**config.mk**
```make
export PLATFORM = sky130hd
export DESIGN_NAME = cpuCore
export DESIGN_NICKNAME = d
export VERILOG_FILES = /design/src/logic/cpu_pkg.sv /design/src/logic/cpuCore.sv /design/src/logic/execUnit.sv /design/src/logic/instDecode.sv /design/src/logic/pipeControl.sv /design/src/logic/pipeStage.sv /design/src/logic/regFile.sv /design/src/logic/retireCounter.sv
export VERILOG_INCLUDE_DIRS = /design/src /design/src/logic
export SDC_FILE = /design/constraint.sdc
export NUM_CORES = 1
export LEC_CHECK = 0
export ABC_AREA = 1
export BUFFER_PORTS_ARGS = -buffer_cell sky130_fd_sc_hd__buf_4
export CORE_MARGIN = 10
export CORE_UTILIZATION = 50
export CTS_BUF_LIST = sky130_fd_sc_hd__clkbuf_8 sky130_fd_sc_hd__clkbuf_16
export DETAILED_ROUTE_END_ITERATION = 7
export HOLD_SLACK_MARGIN = 0.15
export PLACE_DENSITY = 0.68
export SKIP_CTS_REPAIR_TIMING = 1
export SLEW_MARGIN = 40
export SYNTH_ARGS = -nofsm -noshare
export SYNTH_HDL_FRONTEND = slang
export SYNTH_SLANG_ARGS = --single-unit
```
**constraint.sdc**
```tcl
create_clock -name Clk -period 4.7 [get_ports Clk]
set_input_delay 1.41 -clock Clk [delete_from_list [all_inputs] [get_ports Clk]]
set_output_delay 1.41 -clock Clk [all_outputs]
set_load 0.02 [all_outputs]
```
**src/logic/cpu_consts.svh**
```systemverilog
`ifndef CPU_CONSTS_SVH
`define CPU_CONSTS_SVH

// Datapath sizes
`define WORD_SIZE 16
`define REG_COUNT 4

// Opcode field, instr[15:12]
`define OP_BNE 4'd0
`define OP_BEQ 4'd1
`define OP_ADI 4'd4
`define OP_LHI 4'd6
`define OP_LWD 4'd7
`define OP_SWD 4'd8
`define OP_JMP 4'd9
`define OP_RTYPE 4'd15

// Function field of R-type, instr[5:0]
`define FN_ADD 6'd0
`define FN_SUB 6'd1
`define FN_AND 6'd2
`define FN_ORR 6'd3
`define FN_WWD 6'd28
`define FN_HLT 6'd29

`endif

```
**src/logic/cpu_pkg.sv**
```systemverilog
`default_nettype none
`include "cpu_consts.svh"

package cpu_pkg;

    typedef logic [`WORD_SIZE-1:0] word_t;
    typedef logic [$clog2(`REG_COUNT)-1:0] regIdx_t;

    typedef enum logic [2:0] {
        ALU_ADD,
        ALU_SUB,
        ALU_AND,
        ALU_OR,
        ALU_PASSA
    } aluOp_t;

    typedef struct packed {
        logic regWrite;
        logic memToReg;
        logic memWrite;
        logic memRead;
        logic isBranch;
        logic isWwd;
        logic isHalt;
        logic aluSrcImm;
        logic isLhi;
        aluOp_t aluOp;
    } ctrl_t;

    typedef struct packed {
        word_t pc;
        word_t instr;
    } ifId_t;

    typedef struct packed {
        word_t pc;
        ctrl_t ctrl;
        word_t readData1;
        word_t readData2;
        regIdx_t rs;
        regIdx_t rt;
        regIdx_t rd;
        word_t imm;
        logic [3:0] opcode;
    } idEx_t;

    // Store data rides along with the address in aluResult
    typedef struct packed {
        ctrl_t ctrl;
        word_t aluResult;
        word_t storeData;
        regIdx_t rd;
    } exMem_t;

    typedef struct packed {
        ctrl_t ctrl;
        word_t aluResult;
        word_t loadData;
        regIdx_t rd;
    } memWb_t;

endpackage

`default_nettype wire

```
**src/logic/cpuCore.sv**
```systemverilog
`default_nettype none

module cpuCore (
    input  wire                 Clk,
    input  wire                 rstN,
    output logic                imemRead,
    output cpu_pkg::word_t      imemAddr,
    input  wire cpu_pkg::word_t imemData,
    output logic                dmemRead,
    output logic                dmemWrite,
    output cpu_pkg::word_t      dmemAddr,
    output cpu_pkg::word_t      dmemWdata,
    input  wire cpu_pkg::word_t dmemRdata,
    output logic                isHalted,
    output cpu_pkg::word_t      numInst,
    output cpu_pkg::word_t      outputPort
);
    import cpu_pkg::*;

    ifId_t ifIdIn, ifIdOut;
    idEx_t decoded, idExIn, idExOut;
    exMem_t exMemIn, exMemOut;
    memWb_t memWbIn, memWbOut;
    logic ifIdValid, idExValid, exMemValid, memWbValid;
    logic stall, flushIfId, flushIdEx, loadUse;
    logic takenBranch, jumpValid, haltRetire, haltFlush;
    word_t branchTarget, jumpTarget;
    word_t readData1, readData2, wbData;

    assign haltRetire = memWbValid && memWbOut.ctrl.isHalt;
    // Instructions younger than HLT never retire
    assign haltFlush = haltRetire || isHalted;

    pipeControl u_pipeControl (
        .Clk, .rstN, .loadUse, .takenBranch, .branchTarget,
        .jumpValid, .jumpTarget, .haltRetire,
        .pc(imemAddr), .imemRead, .stall, .flushIfId, .flushIdEx, .isHalted
    );

    assign ifIdIn = '{pc: imemAddr, instr: imemData};

    pipeStage #(.payloadT(ifId_t)) u_ifIdStage (
        .Clk, .rstN, .hold(stall), .flush(flushIfId),
        .inValid(imemRead), .inData(ifIdIn), .outValid(ifIdValid), .outData(ifIdOut)
    );

    instDecode u_instDecode (
        .ifId(ifIdOut), .ifIdValid, .idExRd(idExOut.rd),
        .idExMemRead(idExOut.ctrl.memRead), .idExValid,
        .decoded, .loadUse, .jumpValid, .jumpTarget
    );

    regFile u_regFile (
        .Clk, .rstN, .rs(decoded.rs), .rt(decoded.rt),
        .wb(memWbOut), .wbValid(memWbValid), .readData1, .readData2, .wbData
    );

    assign idExIn = '{
        pc: decoded.pc,
        ctrl: decoded.ctrl,
        readData1: readData1,
        readData2: readData2,
        rs: decoded.rs,
        rt: decoded.rt,
        rd: decoded.rd,
        imm: decoded.imm,
        opcode: decoded.opcode
    };

    pipeStage #(.payloadT(idEx_t)) u_idExStage (
        .Clk, .rstN, .hold(1'b0), .flush(flushIdEx),
        .inValid(ifIdValid), .inData(idExIn), .outValid(idExValid), .outData(idExOut)
    );

    execUnit u_execUnit (
        .idEx(idExOut), .idExValid, .exMem(exMemOut), .exMemValid,
        .wbData, .wbRd(memWbOut.rd), .wbWrite(memWbValid && memWbOut.ctrl.regWrite),
        .result(exMemIn), .takenBranch, .branchTarget
    );

    pipeStage #(.payloadT(exMem_t)) u_exMemStage (
        .Clk, .rstN, .hold(1'b0), .flush(haltFlush),
        .inValid(idExValid), .inData(exMemIn), .outValid(exMemValid), .outData(exMemOut)
    );

    assign dmemRead = exMemValid && exMemOut.ctrl.memRead;
    assign dmemWrite = exMemValid && exMemOut.ctrl.memWrite;
    assign dmemAddr = exMemOut.aluResult;
    assign dmemWdata = exMemOut.storeData;

    assign memWbIn = '{
        ctrl: exMemOut.ctrl,
        aluResult: exMemOut.aluResult,
        loadData: dmemRdata,
        rd: exMemOut.rd
    };

    pipeStage #(.payloadT(memWb_t)) u_memWbStage (
        .Clk, .rstN, .hold(1'b0), .flush(haltFlush),
        .inValid(exMemValid), .inData(memWbIn), .outValid(memWbValid), .outData(memWbOut)
    );

    retireCounter u_retireCounter (
        .Clk, .rstN, .retire(memWbValid), .isWwd(memWbOut.ctrl.isWwd),
        .wwdValue(memWbOut.aluResult), .numInst, .outputPort
    );

endmodule

`default_nettype wire

```
**src/logic/execUnit.sv**
```systemverilog
`default_nettype none
`include "cpu_consts.svh"

module execUnit (
    input  wire cpu_pkg::idEx_t     idEx,
    input  wire                     idExValid,
    input  wire cpu_pkg::exMem_t    exMem,
    input  wire                     exMemValid,
    input  wire cpu_pkg::word_t     wbData,
    input  wire cpu_pkg::regIdx_t   wbRd,
    input  wire                     wbWrite,
    output cpu_pkg::exMem_t         result,
    output logic                    takenBranch,
    output cpu_pkg::word_t          branchTarget
);
    import cpu_pkg::*;

    word_t opA;
    word_t opB;
    word_t aluB;
    word_t aluOut;
    logic exWrite;
    logic equal;

    // EX/MEM is the younger producer, so it is checked first
    assign exWrite = exMemValid && exMem.ctrl.regWrite;
    assign opA = (exWrite && exMem.rd == idEx.rs) ? exMem.aluResult :
                 (wbWrite && wbRd == idEx.rs) ? wbData : idEx.readData1;
    assign opB = (exWrite && exMem.rd == idEx.rt) ? exMem.aluResult :
                 (wbWrite && wbRd == idEx.rt) ? wbData : idEx.readData2;

    assign aluB = idEx.ctrl.aluSrcImm ? idEx.imm : opB;

    always_comb begin
        case (idEx.ctrl.aluOp)
            ALU_SUB: aluOut = opA - aluB;
            ALU_AND: aluOut = opA & aluB;
            ALU_OR: aluOut = opA | aluB;
            ALU_PASSA: aluOut = opA;
            default: aluOut = opA + aluB;
        endcase
    end

    assign result = '{
        ctrl: idEx.ctrl,
        aluResult: idEx.ctrl.isLhi ? {idEx.imm[7:0], 8'h00} : aluOut,
        storeData: opB,
        rd: idEx.rd
    };

    assign equal = (opA == opB);
    // BEQ takes on equal, BNE on not equal
    assign takenBranch = idExValid && idEx.ctrl.isBranch &&
                         ((idEx.opcode == `OP_BEQ) == equal);
    assign branchTarget = idEx.pc + 1'b1 + idEx.imm;

endmodule

`default_nettype wire

```
**src/logic/instDecode.sv**
```systemverilog
`default_nettype none
`include "cpu_consts.svh"

module instDecode (
    input  wire cpu_pkg::ifId_t     ifId,
    input  wire                     ifIdValid,
    input  wire cpu_pkg::regIdx_t   idExRd,
    input  wire                     idExMemRead,
    input  wire                     idExValid,
    output cpu_pkg::idEx_t          decoded,
    output logic                    loadUse,
    output logic                    jumpValid,
    output cpu_pkg::word_t          jumpTarget
);
    import cpu_pkg::*;

    logic [3:0] opcode;
    logic [5:0] func;
    logic [7:0] immField;
    regIdx_t rs;
    regIdx_t rt;
    regIdx_t rdField;
    ctrl_t ctrl;
    logic useRs;
    logic useRt;

    assign opcode = ifId.instr[15:12];
    assign rs = ifId.instr[11:10];
    assign rt = ifId.instr[9:8];
    assign rdField = ifId.instr[7:6];
    assign func = ifId.instr[5:0];
    assign immField = ifId.instr[7:0];

    always_comb begin
        ctrl = '0;
        useRs = 1'b0;
        useRt = 1'b0;
        case (opcode)
            `OP_RTYPE: begin
                useRs = 1'b1;
                case (func)
                    `FN_ADD, `FN_SUB, `FN_AND, `FN_ORR: begin
                        useRt = 1'b1;
                        ctrl.regWrite = 1'b1;
                    end
                    `FN_WWD: ctrl.isWwd = 1'b1;
                    `FN_HLT: begin
                        useRs = 1'b0;
                        ctrl.isHalt = 1'b1;
                    end
                    default: ;
                endcase
                case (func)
                    `FN_SUB: ctrl.aluOp = ALU_SUB;
                    `FN_AND: ctrl.aluOp = ALU_AND;
                    `FN_ORR: ctrl.aluOp = ALU_OR;
                    `FN_WWD: ctrl.aluOp = ALU_PASSA;
                    default: ctrl.aluOp = ALU_ADD;
                endcase
            end
            `OP_ADI: begin
                useRs = 1'b1;
                ctrl.regWrite = 1'b1;
                ctrl.aluSrcImm = 1'b1;
            end
            `OP_LHI: begin
                ctrl.regWrite = 1'b1;
                ctrl.isLhi = 1'b1;
            end
            `OP_LWD: begin
                useRs = 1'b1;
                ctrl.regWrite = 1'b1;
                ctrl.memToReg = 1'b1;
                ctrl.memRead = 1'b1;
                ctrl.aluSrcImm = 1'b1;
            end
            `OP_SWD: begin
                useRs = 1'b1;
                useRt = 1'b1;
                ctrl.memWrite = 1'b1;
                ctrl.aluSrcImm = 1'b1;
            end
            `OP_BNE, `OP_BEQ: begin
                useRs = 1'b1;
                useRt = 1'b1;
                ctrl.isBranch = 1'b1;
            end
            default: ;
        endcase
    end

    // I-type results land in rt
    assign decoded = '{
        pc: ifId.pc,
        ctrl: ctrl,
        readData1: '0,
        readData2: '0,
        rs: rs,
        rt: rt,
        rd: (opcode == `OP_RTYPE) ? rdField : rt,
        imm: {{8{immField[7]}}, immField},
        opcode: opcode
    };

    assign loadUse = ifIdValid && idExValid && idExMemRead &&
                     ((useRs && idExRd == rs) || (useRt && idExRd == rt));

    assign jumpValid = ifIdValid && (opcode == `OP_JMP);
    assign jumpTarget = {ifId.pc[`WORD_SIZE-1:12], ifId.instr[11:0]};

endmodule

`default_nettype wire

```
**src/logic/pipeControl.sv**
```systemverilog
`default_nettype none

module pipeControl (
    input  wire                 Clk,
    input  wire                 rstN,
    input  wire                 loadUse,
    input  wire                 takenBranch,
    input  wire cpu_pkg::word_t branchTarget,
    input  wire                 jumpValid,
    input  wire cpu_pkg::word_t jumpTarget,
    input  wire                 haltRetire,
    output cpu_pkg::word_t      pc,
    output logic                imemRead,
    output logic                stall,
    output logic                flushIfId,
    output logic                flushIdEx,
    output logic                isHalted
);
    import cpu_pkg::*;

    typedef enum logic {RUN, HALTED} state_t;

    state_t state;
    state_t stateNext;
    word_t pcNext;
    logic haltNow;

    assign isHalted = (state == HALTED);
    assign imemRead = (state == RUN);
    // Halt takes effect on the retire edge of HLT
    assign haltNow = haltRetire || isHalted;

    assign stall = loadUse && !haltNow;
    assign flushIfId = takenBranch || jumpValid || haltNow;
    // A stall turns the ID/EX load into a bubble
    assign flushIdEx = takenBranch || stall || haltNow;

    always_comb begin
        case (state)
            RUN: stateNext = haltRetire ? HALTED : RUN;
            default: stateNext = HALTED;
        endcase
    end

    always_comb begin
        if (haltNow) begin
            pcNext = pc;
        end else if (takenBranch) begin
            pcNext = branchTarget;
        end else if (jumpValid) begin
            pcNext = jumpTarget;
        end else if (stall) begin
            pcNext = pc;
        end else begin
            pcNext = pc + 1'b1;
        end
    end

    always_ff @(posedge Clk) begin
        if (!rstN) begin
            state <= RUN;
            pc <= '0;
        end else begin
            state <= stateNext;
            pc <= pcNext;
        end
    end

endmodule

`default_nettype wire

```
**src/logic/pipeStage.sv**
```systemverilog
`default_nettype none

module pipeStage #(
    parameter type payloadT = logic
) (
    input  wire          Clk,
    input  wire          rstN,
    input  wire          hold,
    input  wire          flush,
    input  wire          inValid,
    input  wire payloadT inData,
    output logic         outValid,
    output payloadT      outData
);

    // Flush wins over hold
    always_ff @(posedge Clk) begin
        if (!rstN) begin
            outValid <= 1'b0;
        end else if (flush) begin
            outValid <= 1'b0;
        end else if (!hold) begin
            outValid <= inValid;
        end
    end

    always_ff @(posedge Clk) begin
        if (flush || !hold) begin
            outData <= inData;
        end
    end

endmodule

`default_nettype wire

```
**src/logic/regFile.sv**
```systemverilog
`default_nettype none
`include "cpu_consts.svh"

module regFile (
    input  wire                     Clk,
    input  wire                     rstN,
    input  wire cpu_pkg::regIdx_t   rs,
    input  wire cpu_pkg::regIdx_t   rt,
    input  wire cpu_pkg::memWb_t    wb,
    input  wire                     wbValid,
    output cpu_pkg::word_t          readData1,
    output cpu_pkg::word_t          readData2,
    output cpu_pkg::word_t          wbData
);
    import cpu_pkg::*;

    word_t regs [`REG_COUNT];
    logic wbWrite;

    assign wbData = wb.ctrl.memToReg ? wb.loadData : wb.aluResult;
    assign wbWrite = wbValid && wb.ctrl.regWrite;

    always_ff @(posedge Clk) begin
        if (!rstN) begin
            for (int i = 0; i < `REG_COUNT; i++) begin
                regs[i] <= '0;
            end
        end else if (wbWrite) begin
            regs[wb.rd] <= wbData;
        end
    end

    // Write-through so decode sees the value being written back
    assign readData1 = (wbWrite && wb.rd == rs) ? wbData : regs[rs];
    assign readData2 = (wbWrite && wb.rd == rt) ? wbData : regs[rt];

endmodule

`default_nettype wire

```
**src/logic/retireCounter.sv**
```systemverilog
`default_nettype none

module retireCounter (
    input  wire                 Clk,
    input  wire                 rstN,
    input  wire                 retire,
    input  wire                 isWwd,
    input  wire cpu_pkg::word_t wwdValue,
    output cpu_pkg::word_t      numInst,
    output cpu_pkg::word_t      outputPort
);

    always_ff @(posedge Clk) begin
        if (!rstN) begin
            numInst <= '0;
            outputPort <= '0;
        end else if (retire) begin
            numInst <= numInst + 1'b1;
            // WWD value shows up on the same edge it is counted
            if (isWwd) begin
                outputPort <= wwdValue;
            end
        end
    end

endmodule

`default_nettype wire

```
==> key figures <==
Hold path
  • Hold depth: 0
  • HP Class: flop to flop

Synthesis
  • Warning count from the yosys run: 0
  • Mapped Cells: 1974
  • Sequential cell area fraction in the yosys report: 0.465
  • Number of distinct library cells after synthesis: 50
  • Most common flop cell mapped by yosys: sky130_fd_sc_hd__dfxtp_1
  • Share of async-settable or async-resettable flops after synthesis: 0
  • Post-Synth XOR/XNOR Area: 0.0303
  • Synthesized area per cell: 7.75 um2
  • Synthesized net count: 2045
  • Combinational family with the most area after synthesis: simple AND/OR/NAND/NOR gates
  • Fraction of synthesized area in multiplexers: 0.000654
  • Fraction of the mapped netlist area in adder cells: 0.0312
  • Number of enable-type register cells in the synthesized netlist: 96
  • Area of the mapped netlist: 0.0153 mm2
  • Area fraction in compound gates after synthesis: 0.135
  • Synthesized flop and latch total: 307
  • Simple-gate area share of the yosys netlist: 0.248

Worst setup path
  • Endpoint of the worst-slack reg-to-reg timing path: u_exMemStage.outData[33]$_DFF_P_
  • Critical path data required time: 5.14 ns
  • Type of element capturing the critical path: flop
  • Worst endpoint data arrival time: 4.66 ns
  • Nature of the critical path startpoint: flop
  • Termination of the worst setup path: u_exMemStage.outData[33]$_DFF_P_
  • Crit. Startpoint: u_memWbStage.outData[0]$_DFF_P_
  • Worst R2R Path Depth: 26
  • Critical Setup Path Class: flop to flop
  • Setup slack of the most critical reg-to-reg path: 0.49 ns
  • Critical R2R Launch: u_memWbStage.outData[0]$_DFF_P_
  • Maximum fanout encountered on the critical timing path: 19

STA
  • Number of slew-limit violations in the final report: 0
  • Max Freq: 237 MHz
  • Setup TNS: 0 ns
  • Fin crit share: 0.897
  • Worst slew pin tran: 0.784 ns
  • Final count of negative-setup-slack endpoints: 0
  • Final worst clock skew: 0.0242 ns
  • Final hold vios: 0
  • Unrepaired setup endpoints after global routing: false
  • Worst max-slew margin expressed relative to the limit: 0.473
  • Final critical delay including setup and external delays: 4.21 ns

Route
  • Count of antenna-violating nets left after detailed routing: 0
  • Violation count after the first detailed-routing iteration: 1252
  • Mean number of vias per cell: 5.48
  • Routed vias: 13500
  • Number of detailed-routing iterations run before antenna repair: 5
  • Routed length per instance: 18.5 um
  • Final routed wirelength across all metal layers: 45700 um
  • DR DRC count: 0

Global routing
  • Wire length of the first global-routing pass: 71300 um
  • Aggregate global routing overflow: 0
  • Overall global routing resource usage: 0.231
  • Via count of the first global-routing pass: 13200
  • Pin count of the biggest net entering global routing: 65
  • Number of antenna violations at the first check in global routing: 4

Clock network
  • H-Tree Depth: 2
  • TritonCTS clock tree: built
  • Clock sink count: 307
  • CTS buffer count: 35
  • Clock tree root driver cell: sky130_fd_sc_hd__clkbuf_16
  • Clock latency on the worst-skew pair: 0.52 ns
  • Reg clk slew, reported paths: 0.06 ns
  • CTS Buffer Depth: 3

Outcome
  • Result of the run: finished, final reports clean

Power
  • Pleak: 8.23 nW
  • Proportion of total power due to net switching: 0.314
  • Sequential power share: 0.447
  • Part of the total power dissipated in the clock network: 0.374
  • Psw: 2.34 mW
  • Power share of the combinational group: 0.179
  • Total power divided by cell area: 424 mW/mm2
  • VDD IR-drop max: 0.351 mV
  • Internal Power: 5.11 mW
  • Tot Pwr: 7.45 mW

Finish
  • Post-route cell area: 0.0176 mm2
  • # nets final: 2125
  • Synth-to-layout area growth: 14.8%
  • Final instance count without filler cells: 2472
  • Fraction of final layout cells with drive strength greater than 1: 0.133
  • Fraction of the core area covered by cells at the end of the flow: 0.586

Place
  • Gp weighted congestion: 0.923
  • Placed wire-length estimate after detailed placement: 33200 um
  • Placement Cell Area: 0.0163 mm2
  • Placed cell count: 2405
  • Port buffer count: 117

Die
  • Area of the die: 0.0380 mm2
  • Die Width: 195 um
  • Num rows: 63
  • Core footprint: 0.0300 mm2
  • Number of I/O pins: 118
  • Initial Util: 0.511
  • Die height: 195 um

Flow run
  • Max-cap check violation count: 0
-- cell usage in the layout (no fill, tap or decap), types with 17 or more instances in the layout --
cell	Yosys	routed
sky130_fd_sc_hd__nor2_1	218	218
sky130_fd_sc_hd__o211ai_1	38	38
sky130_fd_sc_hd__buf_4	40	155
sky130_fd_sc_hd__inv_1	186	193
sky130_fd_sc_hd__o21ai_2	16	17
sky130_fd_sc_hd__a21oi_1	89	89
sky130_fd_sc_hd__a31oi_1	47	47
sky130_fd_sc_hd__clkbuf_16	0	37
sky130_fd_sc_hd__xor2_1	35	35
sky130_fd_sc_hd__ha_1	35	35
sky130_fd_sc_hd__dfxtp_1	211	206
sky130_fd_sc_hd__edfxtp_1	96	96
sky130_fd_sc_hd__nand3_1	111	111
sky130_fd_sc_hd__o21ai_0	123	120
sky130_fd_sc_hd__nand2_1	487	487
sky130_fd_sc_hd__xnor2_1	18	18
sky130_fd_sc_hd__nor3_1	37	37
-- metrics by stage --
step	hold WS (ns)	setup slack (ns)
3_5_place_dp	0.313	0.396
5_1_grt	0.327	0.0354
6_report	0.324	0.486
4_1_cts	0.326	0.338
3_3_place_gp	0.315	0.485
2_1_floorplan	0.310	0.950
-- sequential cells by signal (all words and copies together) (netlist names), 16 cells and up, named ones only --
| signal | count |
|---|---|
| u_idExStage.outData | 77 |
| u_regFile.regs | 64 |
| u_exMemStage.outData | 39 |
| u_memWbStage.outData | 38 |
| u_ifIdStage.outData | 32 |
| u_pipeControl.pc | 16 |
| u_retireCounter.numInst | 16 |
| u_retireCounter.outputPort | 16 |
-- cell usage after synthesis, drive strengths merged, types with 3 or more instances --
| cell | count | area, um2 |
|---|---|---|
| nand2 | 497 | 1910 |
| nor2 | 220 | 831 |
| dfxtp | 211 | 4220 |
| inv | 201 | 754 |
| o21ai | 152 | 821 |
| nand3 | 119 | 651 |
| edfxtp | 96 | 2880 |
| a21oi | 91 | 478 |
| buf | 64 | 435 |
| clkbuf | 48 | 180 |
| a31oi | 47 | 294 |
| o211ai | 38 | 285 |
| nor3 | 37 | 185 |
| ha | 35 | 438 |
| xor2 | 35 | 307 |
| xnor2 | 18 | 158 |
| nand4 | 12 | 75.1 |
| or2 | 10 | 62.6 |
| nor4 | 7 | 43.8 |
| a221oi | 4 | 35.0 |
| clkinv | 4 | 15.0 |
| and3 | 3 | 18.8 |
| o21bai | 3 | 22.5 |
| o221ai | 3 | 26.3 |
| o31ai | 3 | 22.5 |
-- worst min-delay path by stage --
stage | startpoint | end | slack [ns]
2_1_floorplan | u_idExStage.outData[63]$_SDFF_PN0_ | u_exMemStage.outData[39]$_DFF_P_ | 0.31
3_3_place_gp | u_idExStage.outData[67]$_DFF_P_ | u_exMemStage.outData[43]$_DFF_P_ | 0.31
3_5_place_dp | u_exMemStage.outData[40]$_DFF_P_ | u_memWbStage.outData[40]$_DFF_P_ | 0.31
4_1_cts | u_idExStage.outData[67]$_DFF_P_ | u_exMemStage.outData[43]$_DFF_P_ | 0.33
5_1_grt | u_idExStage.outData[67]$_DFF_P_ | u_exMemStage.outData[43]$_DFF_P_ | 0.33
6_report | u_idExStage.outData[67]$_DFF_P_ | u_exMemStage.outData[43]$_DFF_P_ | 0.32
-- cell type report --
| cell class | instances | area [um2] |
|---|---|---|
| Fill cell | 2768 | 12400 |
| Sequential cell | 307 | 7120 |
| Multi-Input combinational cell | 1350 | 6830 |
| Timing Repair Buffer | 155 | 1160 |
| Clock buffer | 42 | 995 |
| Inverter | 205 | 769 |
| Tap cell | 390 | 488 |
| Clock inverter | 21 | 198 |
| Antenna cell | 2 | 5.00 |
-- metal layers --
metal	global-route usage	share of wire	up-vias	routed length [um]
met5	0	0.00028	-	13
met4	0.0710	0.026	2	1180
met3	0.0492	0.077	83	3520
met2	0.365	0.45	516	20400
met1	0.311	0.45	6296	20600
li1	-	-	6645	-
-- power by group through the flow --
| stage | Clock (mW) | Sequential [mW] | Combinational [mW] |
|---|---|---|---|
| 6_report | 2.79 | 3.33 | 1.33 |
| 2_1_floorplan | 0 | 3.16 | 0.993 |
| 3_3_place_gp | 0 | 3.37 | 1.30 |
| 5_1_grt | 2.93 | 3.35 | 1.48 |
| 3_5_place_dp | 0 | 3.37 | 1.32 |
| 4_1_cts | 2.82 | 3.32 | 1.33 |
-- worst max-delay path: stages, from the launching register on --
cell                       delay, ns
sky130_fd_sc_hd__dfxtp_2        0.44
sky130_fd_sc_hd__inv_2          0.09
sky130_fd_sc_hd__nand2_1        0.09
sky130_fd_sc_hd__nand2_2        0.07
sky130_fd_sc_hd__buf_4          0.21
sky130_fd_sc_hd__nand3_1        0.12
sky130_fd_sc_hd__nand3_1        0.08
sky130_fd_sc_hd__o21ai_0        0.14
sky130_fd_sc_hd__nand2_1        0.09
sky130_fd_sc_hd__o21ai_1        0.21
sky130_fd_sc_hd__ha_1           0.23
sky130_fd_sc_hd__nand3_1        0.11
sky130_fd_sc_hd__nor3_1         0.17
sky130_fd_sc_hd__buf_4          0.16
sky130_fd_sc_hd__nand3_1        0.09
sky130_fd_sc_hd__o21ai_1        0.17
sky130_fd_sc_hd__xor2_1         0.17
sky130_fd_sc_hd__ha_1           0.29
sky130_fd_sc_hd__a21oi_1        0.24
sky130_fd_sc_hd__nor2_1         0.06
sky130_fd_sc_hd__a211oi_1       0.20
sky130_fd_sc_hd__inv_1          0.07
sky130_fd_sc_hd__a221oi_1       0.31
sky130_fd_sc_hd__inv_1          0.07
sky130_fd_sc_hd__nand2_1        0.07
sky130_fd_sc_hd__nand3_1        0.07
sky130_fd_sc_hd__a21oi_1        0.13
-- kinds of logic (layout without fill, tap and decap cells) --
kind of cell | count (synthesis) | count (layout)
compound gates | 351 | 351
xor+xnor | 53 | 53
fa+ha+maj | 37 | 37
buf+inv | 317 | 423
flops | 307 | 307
mux | 1 | 1
other cells | 0 | 2
simple gates | 908 | 908
Power figures use the tool's default switching activity.
